`src/verilog/soc_ctrl_pkg.sv`:
```
package soc_ctrl_pkg;

  // APB bus widths
  localparam int APB_AW = 12;
  localparam int APB_DW = 32;

  // Address split: region in bits 11:8, register offset in bits 7:0
  localparam int REGION_W = 4;
  localparam int OFFS_W   = 8;

  localparam logic [REGION_W-1:0] REGION_PRCI = 4'h0;
  localparam logic [REGION_W-1:0] REGION_GPIO = 4'h1;

  // Pin count, same split as the board pads
  localparam int GPIO_W = 12;

  // Synchronizer depth for asynchronous levels
  localparam int SYNC_STAGES = 2;

  // Cycles of stable lock before the system reset lets go
  localparam int RST_HOLD_CYCLES = 16;
  localparam int HOLD_CNT_W      = $clog2(RST_HOLD_CYCLES);

  // Width of the reset event counter
  localparam int RST_CNT_W = 8;

  // PRCI registers
  // STATUS bit 0 sys reset released, bit 1 PLL locked, bit 2 DDR calib done
  localparam logic [OFFS_W-1:0] PRCI_STATUS  = 8'h00;
  localparam logic [OFFS_W-1:0] PRCI_CTRL    = 8'h04;
  localparam logic [OFFS_W-1:0] PRCI_RST_CNT = 8'h08;

  // GPIO registers
  localparam logic [OFFS_W-1:0] GPIO_OUT = 8'h00;
  localparam logic [OFFS_W-1:0] GPIO_DIR = 8'h04;
  localparam logic [OFFS_W-1:0] GPIO_IN  = 8'h08;

endpackage

```
`src/verilog/apb_decoder.sv`:
```
`timescale 1ns/1ps

module apb_decoder
  import soc_ctrl_pkg::*;
(
  // Upstream APB slave port
  input  logic              i_psel,
  input  logic              i_penable,
  input  logic              i_pwrite,
  input  logic [APB_AW-1:0] i_paddr,
  input  logic [APB_DW-1:0] i_pwdata,
  output logic [APB_DW-1:0] o_prdata,
  output logic              o_pready,
  output logic              o_pslverr,
  // Downstream to the slaves
  output logic              o_prci_sel,
  output logic              o_gpio_sel,
  output logic              o_penable,
  output logic              o_pwrite,
  output logic [OFFS_W-1:0] o_poffset,
  output logic [APB_DW-1:0] o_pwdata,
  input  logic [APB_DW-1:0] i_prci_rdata,
  input  logic [APB_DW-1:0] i_gpio_rdata
);

  logic [REGION_W-1:0] region;
  logic                hit_prci;
  logic                hit_gpio;
  logic                access;

  assign region   = i_paddr[APB_AW-1:OFFS_W];
  assign hit_prci = (region == REGION_PRCI);
  assign hit_gpio = (region == REGION_GPIO);
  assign access   = i_psel && i_penable;

  // Only a mapped region gets a select
  assign o_prci_sel = i_psel && hit_prci;
  assign o_gpio_sel = i_psel && hit_gpio;

  assign o_penable = i_penable;
  assign o_pwrite  = i_pwrite;
  assign o_poffset = i_paddr[OFFS_W-1:0];
  assign o_pwdata  = i_pwdata;

  // Zero wait states, every access phase completes
  assign o_pready  = access;
  assign o_pslverr = access && !hit_prci && !hit_gpio;

  always_comb begin
    if (hit_prci) begin
      o_prdata = i_prci_rdata;
    end else if (hit_gpio) begin
      o_prdata = i_gpio_rdata;
    end else begin
      o_prdata = '0;
    end
  end

endmodule

```
`src/verilog/apb_gpio.sv`:
```
`timescale 1ns/1ps

module apb_gpio
  import soc_ctrl_pkg::*;
(
  input  logic              i_clk,
  input  logic              i_rst_n,
  // APB slave side, offset only
  input  logic              i_psel,
  input  logic              i_penable,
  input  logic              i_pwrite,
  input  logic [OFFS_W-1:0] i_poffset,
  input  logic [APB_DW-1:0] i_pwdata,
  output logic [APB_DW-1:0] o_prdata,
  // Pin side
  input  logic [GPIO_W-1:0] i_gpio,
  output logic [GPIO_W-1:0] o_gpio_out,
  output logic [GPIO_W-1:0] o_gpio_oe
);

  logic              wr_en;
  logic [GPIO_W-1:0] out_q;
  logic [GPIO_W-1:0] dir_q;
  logic [GPIO_W-1:0] pins_s;

  // Pin levels are asynchronous to i_clk
  cdc_sync #(
    .T(logic [GPIO_W-1:0])
  ) u_sync_pins (
    .i_clk  (i_clk),
    .i_rst_n(i_rst_n),
    .i_d    (i_gpio),
    .o_q    (pins_s)
  );

  assign wr_en = i_psel && i_penable && i_pwrite;

  always_ff @(posedge i_clk or negedge i_rst_n) begin
    if (!i_rst_n) begin
      out_q <= '0;
      dir_q <= '0;
    end else if (wr_en) begin
      case (i_poffset)
        GPIO_OUT: out_q <= i_pwdata[GPIO_W-1:0];
        GPIO_DIR: dir_q <= i_pwdata[GPIO_W-1:0];
        default:  ;
      endcase
    end
  end

  // Input pins drive 0
  assign o_gpio_out = out_q & dir_q;
  assign o_gpio_oe  = dir_q;

  always_comb begin
    case (i_poffset)
      GPIO_OUT: o_prdata = {{(APB_DW-GPIO_W){1'b0}}, out_q};
      GPIO_DIR: o_prdata = {{(APB_DW-GPIO_W){1'b0}}, dir_q};
      GPIO_IN:  o_prdata = {{(APB_DW-GPIO_W){1'b0}}, pins_s};
      default:  o_prdata = '0;
    endcase
  end

endmodule

```
`src/verilog/apb_prci.sv`:
```
`timescale 1ns/1ps

module apb_prci
  import soc_ctrl_pkg::*;
(
  input  logic              i_clk,
  input  logic              i_rst_n,
  // APB slave side, offset only
  input  logic              i_psel,
  input  logic              i_penable,
  input  logic              i_pwrite,
  input  logic [OFFS_W-1:0] i_poffset,
  input  logic [APB_DW-1:0] i_pwdata,
  output logic [APB_DW-1:0] o_prdata,
  // Levels from outside the clock domain
  input  logic              i_pll_locked,
  input  logic              i_ddr_calib_done,
  output logic              o_sys_rst_n,
  output logic              o_dbg_rst_n
);

  logic                  lock_s;
  logic                  calib_s;
  logic                  wr_en;
  logic                  soft_req;
  logic                  rst_drop;
  logic [HOLD_CNT_W-1:0] hold_cnt_q;
  logic                  sys_rst_n_q;
  logic                  dbg_rst_n_q;
  logic [RST_CNT_W-1:0]  rst_cnt_q;

  cdc_sync #(
    .T(logic)
  ) u_sync_lock (
    .i_clk  (i_clk),
    .i_rst_n(i_rst_n),
    .i_d    (i_pll_locked),
    .o_q    (lock_s)
  );

  cdc_sync #(
    .T(logic)
  ) u_sync_calib (
    .i_clk  (i_clk),
    .i_rst_n(i_rst_n),
    .i_d    (i_ddr_calib_done),
    .o_q    (calib_s)
  );

  assign wr_en    = i_psel && i_penable && i_pwrite;
  // Software reset, same role as the debug module reset
  assign soft_req = wr_en && (i_poffset == PRCI_CTRL) && i_pwdata[0];
  assign rst_drop = !lock_s || soft_req;

  // Debug domain only waits for lock
  always_ff @(posedge i_clk or negedge i_rst_n) begin
    if (!i_rst_n) begin
      dbg_rst_n_q <= 1'b0;
    end else begin
      dbg_rst_n_q <= lock_s;
    end
  end

  // Hold counter reloads on any drop and counts down while lock is stable
  always_ff @(posedge i_clk or negedge i_rst_n) begin
    if (!i_rst_n) begin
      hold_cnt_q  <= HOLD_CNT_W'(RST_HOLD_CYCLES - 1);
      sys_rst_n_q <= 1'b0;
      rst_cnt_q   <= RST_CNT_W'(1);  // power-on assertion counts as the first
    end else if (rst_drop) begin
      hold_cnt_q  <= HOLD_CNT_W'(RST_HOLD_CYCLES - 1);
      sys_rst_n_q <= 1'b0;
      if (sys_rst_n_q) begin
        rst_cnt_q <= rst_cnt_q + 1'b1;
      end
    end else if (hold_cnt_q != '0) begin
      hold_cnt_q <= hold_cnt_q - 1'b1;
    end else begin
      sys_rst_n_q <= 1'b1;
    end
  end

  assign o_sys_rst_n = sys_rst_n_q;
  assign o_dbg_rst_n = dbg_rst_n_q;

  // CTRL reads back as zero
  always_comb begin
    case (i_poffset)
      PRCI_STATUS:  o_prdata = {{(APB_DW-3){1'b0}}, calib_s, lock_s, sys_rst_n_q};
      PRCI_RST_CNT: o_prdata = {{(APB_DW-RST_CNT_W){1'b0}}, rst_cnt_q};
      default:      o_prdata = '0;
    endcase
  end

endmodule

```
`src/verilog/cdc_sync.sv`:
```
`timescale 1ns/1ps

module cdc_sync
  import soc_ctrl_pkg::*;
#(
  parameter type T = logic
) (
  input  logic i_clk,
  input  logic i_rst_n,
  input  T     i_d,
  output T     o_q
);

  // Flop chain, stage 0 may go metastable
  T sync_q [SYNC_STAGES];

  always_ff @(posedge i_clk or negedge i_rst_n) begin
    if (!i_rst_n) begin
      for (int i = 0; i < SYNC_STAGES; i++) begin
        sync_q[i] <= '0;
      end
    end else begin
      sync_q[0] <= i_d;
      for (int i = 1; i < SYNC_STAGES; i++) begin
        sync_q[i] <= sync_q[i-1];
      end
    end
  end

  assign o_q = sync_q[SYNC_STAGES-1];

endmodule

```
`src/verilog/soc_ctrl_top.sv`:
```
`timescale 1ns/1ps

module soc_ctrl_top
  import soc_ctrl_pkg::*;
(
  input  logic              i_clk,
  input  logic              i_rst_n,
  // APB slave port
  input  logic              i_psel,
  input  logic              i_penable,
  input  logic              i_pwrite,
  input  logic [APB_AW-1:0] i_paddr,
  input  logic [APB_DW-1:0] i_pwdata,
  output logic [APB_DW-1:0] o_prdata,
  output logic              o_pready,
  output logic              o_pslverr,
  // Clock and reset control
  input  logic              i_pll_locked,
  input  logic              i_ddr_calib_done,
  output logic              o_sys_rst_n,
  output logic              o_dbg_rst_n,
  // GPIO pins
  input  logic [GPIO_W-1:0] i_gpio,
  output logic [GPIO_W-1:0] o_gpio_out,
  output logic [GPIO_W-1:0] o_gpio_oe
);

  logic              prci_sel;
  logic              gpio_sel;
  logic              penable;
  logic              pwrite;
  logic [OFFS_W-1:0] poffset;
  logic [APB_DW-1:0] pwdata;
  logic [APB_DW-1:0] prci_rdata;
  logic [APB_DW-1:0] gpio_rdata;

  apb_decoder u_decoder (
    .i_psel      (i_psel),
    .i_penable   (i_penable),
    .i_pwrite    (i_pwrite),
    .i_paddr     (i_paddr),
    .i_pwdata    (i_pwdata),
    .o_prdata    (o_prdata),
    .o_pready    (o_pready),
    .o_pslverr   (o_pslverr),
    .o_prci_sel  (prci_sel),
    .o_gpio_sel  (gpio_sel),
    .o_penable   (penable),
    .o_pwrite    (pwrite),
    .o_poffset   (poffset),
    .o_pwdata    (pwdata),
    .i_prci_rdata(prci_rdata),
    .i_gpio_rdata(gpio_rdata)
  );

  apb_prci u_prci (
    .i_clk           (i_clk),
    .i_rst_n         (i_rst_n),
    .i_psel          (prci_sel),
    .i_penable       (penable),
    .i_pwrite        (pwrite),
    .i_poffset       (poffset),
    .i_pwdata        (pwdata),
    .o_prdata        (prci_rdata),
    .i_pll_locked    (i_pll_locked),
    .i_ddr_calib_done(i_ddr_calib_done),
    .o_sys_rst_n     (o_sys_rst_n),
    .o_dbg_rst_n     (o_dbg_rst_n)
  );

  apb_gpio u_gpio (
    .i_clk     (i_clk),
    .i_rst_n   (i_rst_n),
    .i_psel    (gpio_sel),
    .i_penable (penable),
    .i_pwrite  (pwrite),
    .i_poffset (poffset),
    .i_pwdata  (pwdata),
    .o_prdata  (gpio_rdata),
    .i_gpio    (i_gpio),
    .o_gpio_out(o_gpio_out),
    .o_gpio_oe (o_gpio_oe)
  );

endmodule
```
`config.mk`:
```
export PLATFORM = sky130hd
export DESIGN_NAME = soc_ctrl_top
export DESIGN_NICKNAME = d
export VERILOG_FILES = /design/src/verilog/soc_ctrl_pkg.sv /design/src/verilog/apb_decoder.sv /design/src/verilog/apb_gpio.sv /design/src/verilog/apb_prci.sv /design/src/verilog/cdc_sync.sv /design/src/verilog/soc_ctrl_top.sv
export SDC_FILE = /design/constraint.sdc
export NUM_CORES = 1
export LEC_CHECK = 0
export BUFFER_PORTS_ARGS = -buffer_cell sky130_fd_sc_hd__clkbuf_2
export CAP_MARGIN = 10
export CORE_AREA = 2 2 81 83
export DETAILED_ROUTE_END_ITERATION = 6
export DIE_AREA = 0 0 83 85
export GPL_TIMING_DRIVEN = 1
export PLACE_DENSITY = 0.82
export SLEW_MARGIN = 20
export SYNTH_ARGS = -nofsm -noshare
export SYNTH_HDL_FRONTEND = slang
export SYNTH_SLANG_ARGS = --single-unit
export TNS_END_PERCENT = 50
```
`constraint.sdc`:
```
create_clock -name i_clk -period 2.4 [get_ports i_clk]
set_clock_uncertainty 0.15 [all_clocks]
set_input_delay 0 -clock i_clk [delete_from_list [all_inputs] [get_ports i_clk]]
set_output_delay 0 -clock i_clk [all_outputs]
set_load 0.005 [all_outputs]
```
# After elaboration in Yosys (flattened, before gate mapping)
# Cells that the tools add are included.
# word_totals
ff_bits,66
inputBits,63
out_inout_bits,60
word_cells,49
# classes
n_addsub,2
eq_ne,4
mux,8
bitwise_logic,1
reduce_logical,22
# op_table
cell,count
$mux 32,2
$pmux 12 s3,1
$pmux 8 s2,1
$and 12x12->12,1
$logic_and 1x1->1,11
$add 8x1->8 const B,1
$eq 8x3->1 const B,1
$eq 8x4->1 const B,1
$logic_not 8->1,1
$mux 4,2
$reduce_and 2->1,3
$eq 4x1->1 const B,1
$logic_not 4->1,1
$reduce_bool 4->1,1
$sub 4x1->4 const B,1
$logic_not 1->1,3
$mux 1,2
$ne 2x1->1 const B,1
$reduce_bool 2->1,1
$logic_or 1x1->1,1

# Depth between registers and ports, before layout
# depth
ltp_word,8
mapped_depth,6
mapped_depth_nobuf,6

# Cells and area by module
# From an unflattened synthesis, not the netlist that was laid out.
# hier_totals
cells_unflattened,407
hier_area_um2,4151.5
# by_module_without_submodules
module,instances,cells_each,area_each_um2,seq_area_each_um2
apb_gpio,1,144,1531.5,600.6
apb_prci,1,103,969.7,356.6
apb_decoder,1,120,859.6,0.0
cdc_sync (u_gpio.u_sync_pins),1,36,690.7,600.6
cdc_sync (u_prci.u_sync_calib ...),2,2,50.0,50.0

# Least setup slack after synthesis
# OpenSTA, ideal clock, no wires.
# synth_path
kind,in2reg
start,input port i_paddr[5]
end,"register u_gpio.dir_q[10], in the netlist u_gpio.o_gpio_oe[10]"
setup_ns,0.125
t_arrival_ns,1.441
required_time_ns,2.125
setup_slack_ns,0.684
cell_stages,6
n_path_buf,1
cell_sequence,or4_4 -> nor3_4 -> nand4_4 -> nor2_4 -> buf_12 -> mux2_4
# synth_between
elab_chain_cells,2
# synth_lines
element,line_no,rtl
"start, declared",soc_ctrl_top.sv:12,"input logic [APB_AW-1:0] i_paddr,"
$eq 8x3->1,apb_gpio.sv:43,case (i_poffset)
$reduce_and 2->1 (no source line),n/a,
"end signal, assigned",apb_gpio.sv:45,GPIO_DIR: dir_q <= i_pwdata[GPIO_W-1:0];
"end, declared",apb_gpio.sv:23,logic [GPIO_W-1:0] dir_q;
# Every way passes these cells.
# A chain may end at the register's enable or synchronous reset.

# Final worst setup path
# layout_path
start,input port i_paddr[5]
end,output port o_prdata[3]
# layout_between
elab_chain_cells,4
elab_cells_between_ends,7
cone_classes,eq/ne: 2; mux: 4; reduce/logical: 1
# layout_lines
element,line_no,rtl
$eq 8x4->1 (tied with other cells),"apb_gpio.sv:56, apb_prci.sv:88",
$pmux 12 s3,apb_gpio.sv:56,case (i_poffset)
$mux 32,apb_decoder.sv:52,end else if (hit_gpio) begin
$mux 32 *,apb_decoder.sv:50,if (hit_prci) begin
"end, declared",soc_ctrl_top.sv:14,"output logic [APB_DW-1:0] o_prdata,"
# Every way passes the cells marked *; elsewhere a longest branch is shown, timed or not.

==> metrics <==
Hold Path Stages 5; R2R depth 6; prevailing post-synth register cell dfrtp_1; power per cell area 576 nW/µm²; crit path kind input port to output port; CP cell instances clkbuf_2, or4_4, nand4bb_4, nand2b_1, nor2_2, o2bb2ai_1, clkbuf_2; post-synthesis compound-gate area fraction 5.90%; share of cells above drive strength 1 39.2%; CP peak stage delay 560 ps; grt met2 use 30.8%; post-synthesis adder-cell area fraction 0.809%; Max Fclk 544 MHz; router iterations before antenna repair 4; Seq/Total Area, Yosys 53.6%; Final Cycle Share 76.6%; CTS tree yes; met1 GRT Util 22.5%; IR drop worst, VDD 395 µV; Synthesis Warnings 0; Die ar. 7060 µm²; GRT busiest layer met2; Post-DP HPWL 4.41 mm; clock slew at reported path FFs 60 ps; # IOs 123; setup TNS 0 ps; Initial Utilization 49.9%; final hold vios 0; Die Y 85 µm; Placer Congestion 0.808; largest family of logic cells by synthesized area multiplexers; final core utilization 63.9%; Resized cells post-CTS 0; CP Depth 7; unrepaired setup endpoints after global routing no; H-tree Lvls 3; number of flops mapped to enable cells by yosys 0; initial DRC count 123; final antenna-violating net count 0; row count 29; Crit. End Element output port; Async S/R FF share, synth 100%; CTS sink count 66; CTS root buffer clkbuf_8; final setup violating endpoints 0; Area growth syn-to-layout 28.1%; Clock Latency Late Sink 320 ps; Vias/cell 4.87; Worst setup SP type input port; Via Count 2112; fin crit period 1840 ps; multiplexer share of the synthesized area 16.4%; Critical Path RT 2250 ps; met3 usage 3.11%; CTS max path bufs 2; first-pass GRT wire length 9.98 mm; largest net degree at the start of global routing 38; CP delay by family, top simple AND/OR/NAND/NOR gates; Post-Route WL 6.15 mm; status complete, no violations; Netlist cell types 40; number of global-route vias before repair 2045; antenna cells 0; crit path max fanout 5; CP bufs+invs 2; pins over their slew limit 0; Core ar. 6200 µm²; Slew @ Worst Pin 742 ps; GRT Total Usage 17.8%; Final Power 2280 µW; total CTS buffers 9; Arr. time, crit path 1690 ps; nets@finish 417; cell count after synthesis 238; Die W 83 µm; Synth Area in XOR/XNOR 2.26%; initial antenna violation count 0; synthesized flop and latch total 66; Leakage 0.00196 µW; cell area after synthesis 3090 µm²; global route overflow 0; crit-path most repeated cell clkbuf_2; wire per inst 14.2 µm; Syn Area/Cell 13.0 µm²; Hold Crit Class input port to register; drt drc 0; final hold slack 87.7 ps; Synth Area in Simple Gates 12.8%; total of max-cap violations 0; CP max stage cell or4_4; Rel. slew slack 50.4%; IO Port Bufs 82
path summary, 6_finish.rpt:
path	from	endpoint	slack, ps
min in group asynchronous	i_rst_n	u_gpio.out_q[9]	100
worst max register to register	u_prci.hold_cnt_q[0]	u_prci.hold_cnt_q[1]	670
worst max-delay path	i_paddr[5]	o_prdata[3]	560
worst min register to register	u_gpio.u_sync_pins.sync_q[17]	u_gpio.u_sync_pins.o_q[5]	200
max in group asynchronous	i_rst_n	u_prci.rst_cnt_q[0]	1300
worst min-delay path	i_paddr[10]	u_prci.rst_cnt_q[0]	90
routing by layer:
| layer | wire length, µm | share of wire, % |
|---|---|---|
| met5 | 0 | 0 |
| met4 | 84 | 1.4 |
| met3 | 196 | 3.2 |
| met2 | 3240 | 53 |
| met1 | 2630 | 43 |
layout by cell type, fill, tap and decap left out, types with 6 or more instances in the layout:
cell type	instances
clkbuf_2	81
dfrtp_1	61
dlygate4sd3_1	27
nor2_1	21
mux2_4	20
conb_1	20
mux2i_1	15
and2_1	14
a21oi_1	12
clkbuf_8	12
xnor2_1	7
inv_1	6
area by class of cell:
cell class / instances / area (µm²)
Timing Repair Buffer: 112 / 716
Tap cell: 77 / 96.3
Inverter: 6 / 22.5
Multi-Input combinational cell: 157 / 1260
Clock inverter: 4 / 48.8
Sequential cell: 66 / 1660
Clock buffer: 12 / 165
Fill cell: 487 / 2240
what timing repair did:
action                    in CTS  in global routing
hold buffers                  27                  0
setup buffers                  0                  0
hold endpoints to repair      68                  0
flip-flops by register name (all words and copies together) (netlist names):
name	flops
u_prci.rst_cnt_q	8
u_prci.u_sync_calib.o_q	1
u_gpio.u_sync_pins.o_q	12
u_prci.hold_cnt_q	4
u_prci.u_sync_lock.sync_q	1
u_gpio.o_gpio_oe	12
u_gpio.u_sync_pins.sync_q	12
u_prci.u_sync_calib.sync_q	1
u_prci.o_dbg_rst_n	1
u_prci.u_sync_lock.o_q	1
u_gpio.out_q	12
u_prci.o_sys_rst_n	1
cell usage after synthesis, types with 2 or more instances:
cell type	count	share of area, %
nand4_1	4	0.81
nor3_4	2	1.1
a21oi_1	12	1.9
ha_1	2	0.81
nand2b_1	2	0.40
clkbuf_1	2	0.24
dfrtp_1	61	49
nor3_1	2	0.32
nor2_1	21	2.5
buf_2	2	0.32
mux2_4	20	9.7
o2bb2ai_1	5	1.4
and3_1	2	0.40
buf_4	21	5.1
and2_1	14	2.8
mux2_2	5	1.8
a211o_1	3	0.85
nor2_4	2	0.73
mux2i_1	15	4.9
o22ai_1	3	0.61
dfstp_2	5	4.2
inv_1	6	0.73
buf_12	2	1.3
nand3_1	3	0.49
xnor2_1	7	2.0
kinds of logic (layout without fill, tap and decap cells):
group	after synthesis	in the layout
other	1	20
and+or+nand+nor	61	61
muxes	40	40
DFF	66	66
AOI/OAI and AO/OA	26	26
buffers and inverters	34	134
adders and majority gates	2	2
xor gates and xnor gates	8	8
through the flow:
step	std cells	setup WS, ps	area (µm²)
final	434	561	3960
after global routing	434	432	3960
after CTS	434	580	3960
after detailed placement	391	281	3480
after global placement	391	338	3480
after floorplan	257	684	3170
power breakdown:
group / switching [µW] / internal (µW)
Clock: 401 / 563
Sequential: 11.8 / 1140
Combinational: 83.0 / 80.0
worst reg2reg max path, stage by stage, from the launching register on:
cell and delay [ps]:
dfstp_2 370, inv_1 80, ha_1 170, inv_1 70, nor3_1 460, nor2_1 90, a211o_1 270
(Power assumes the default switching activity.)
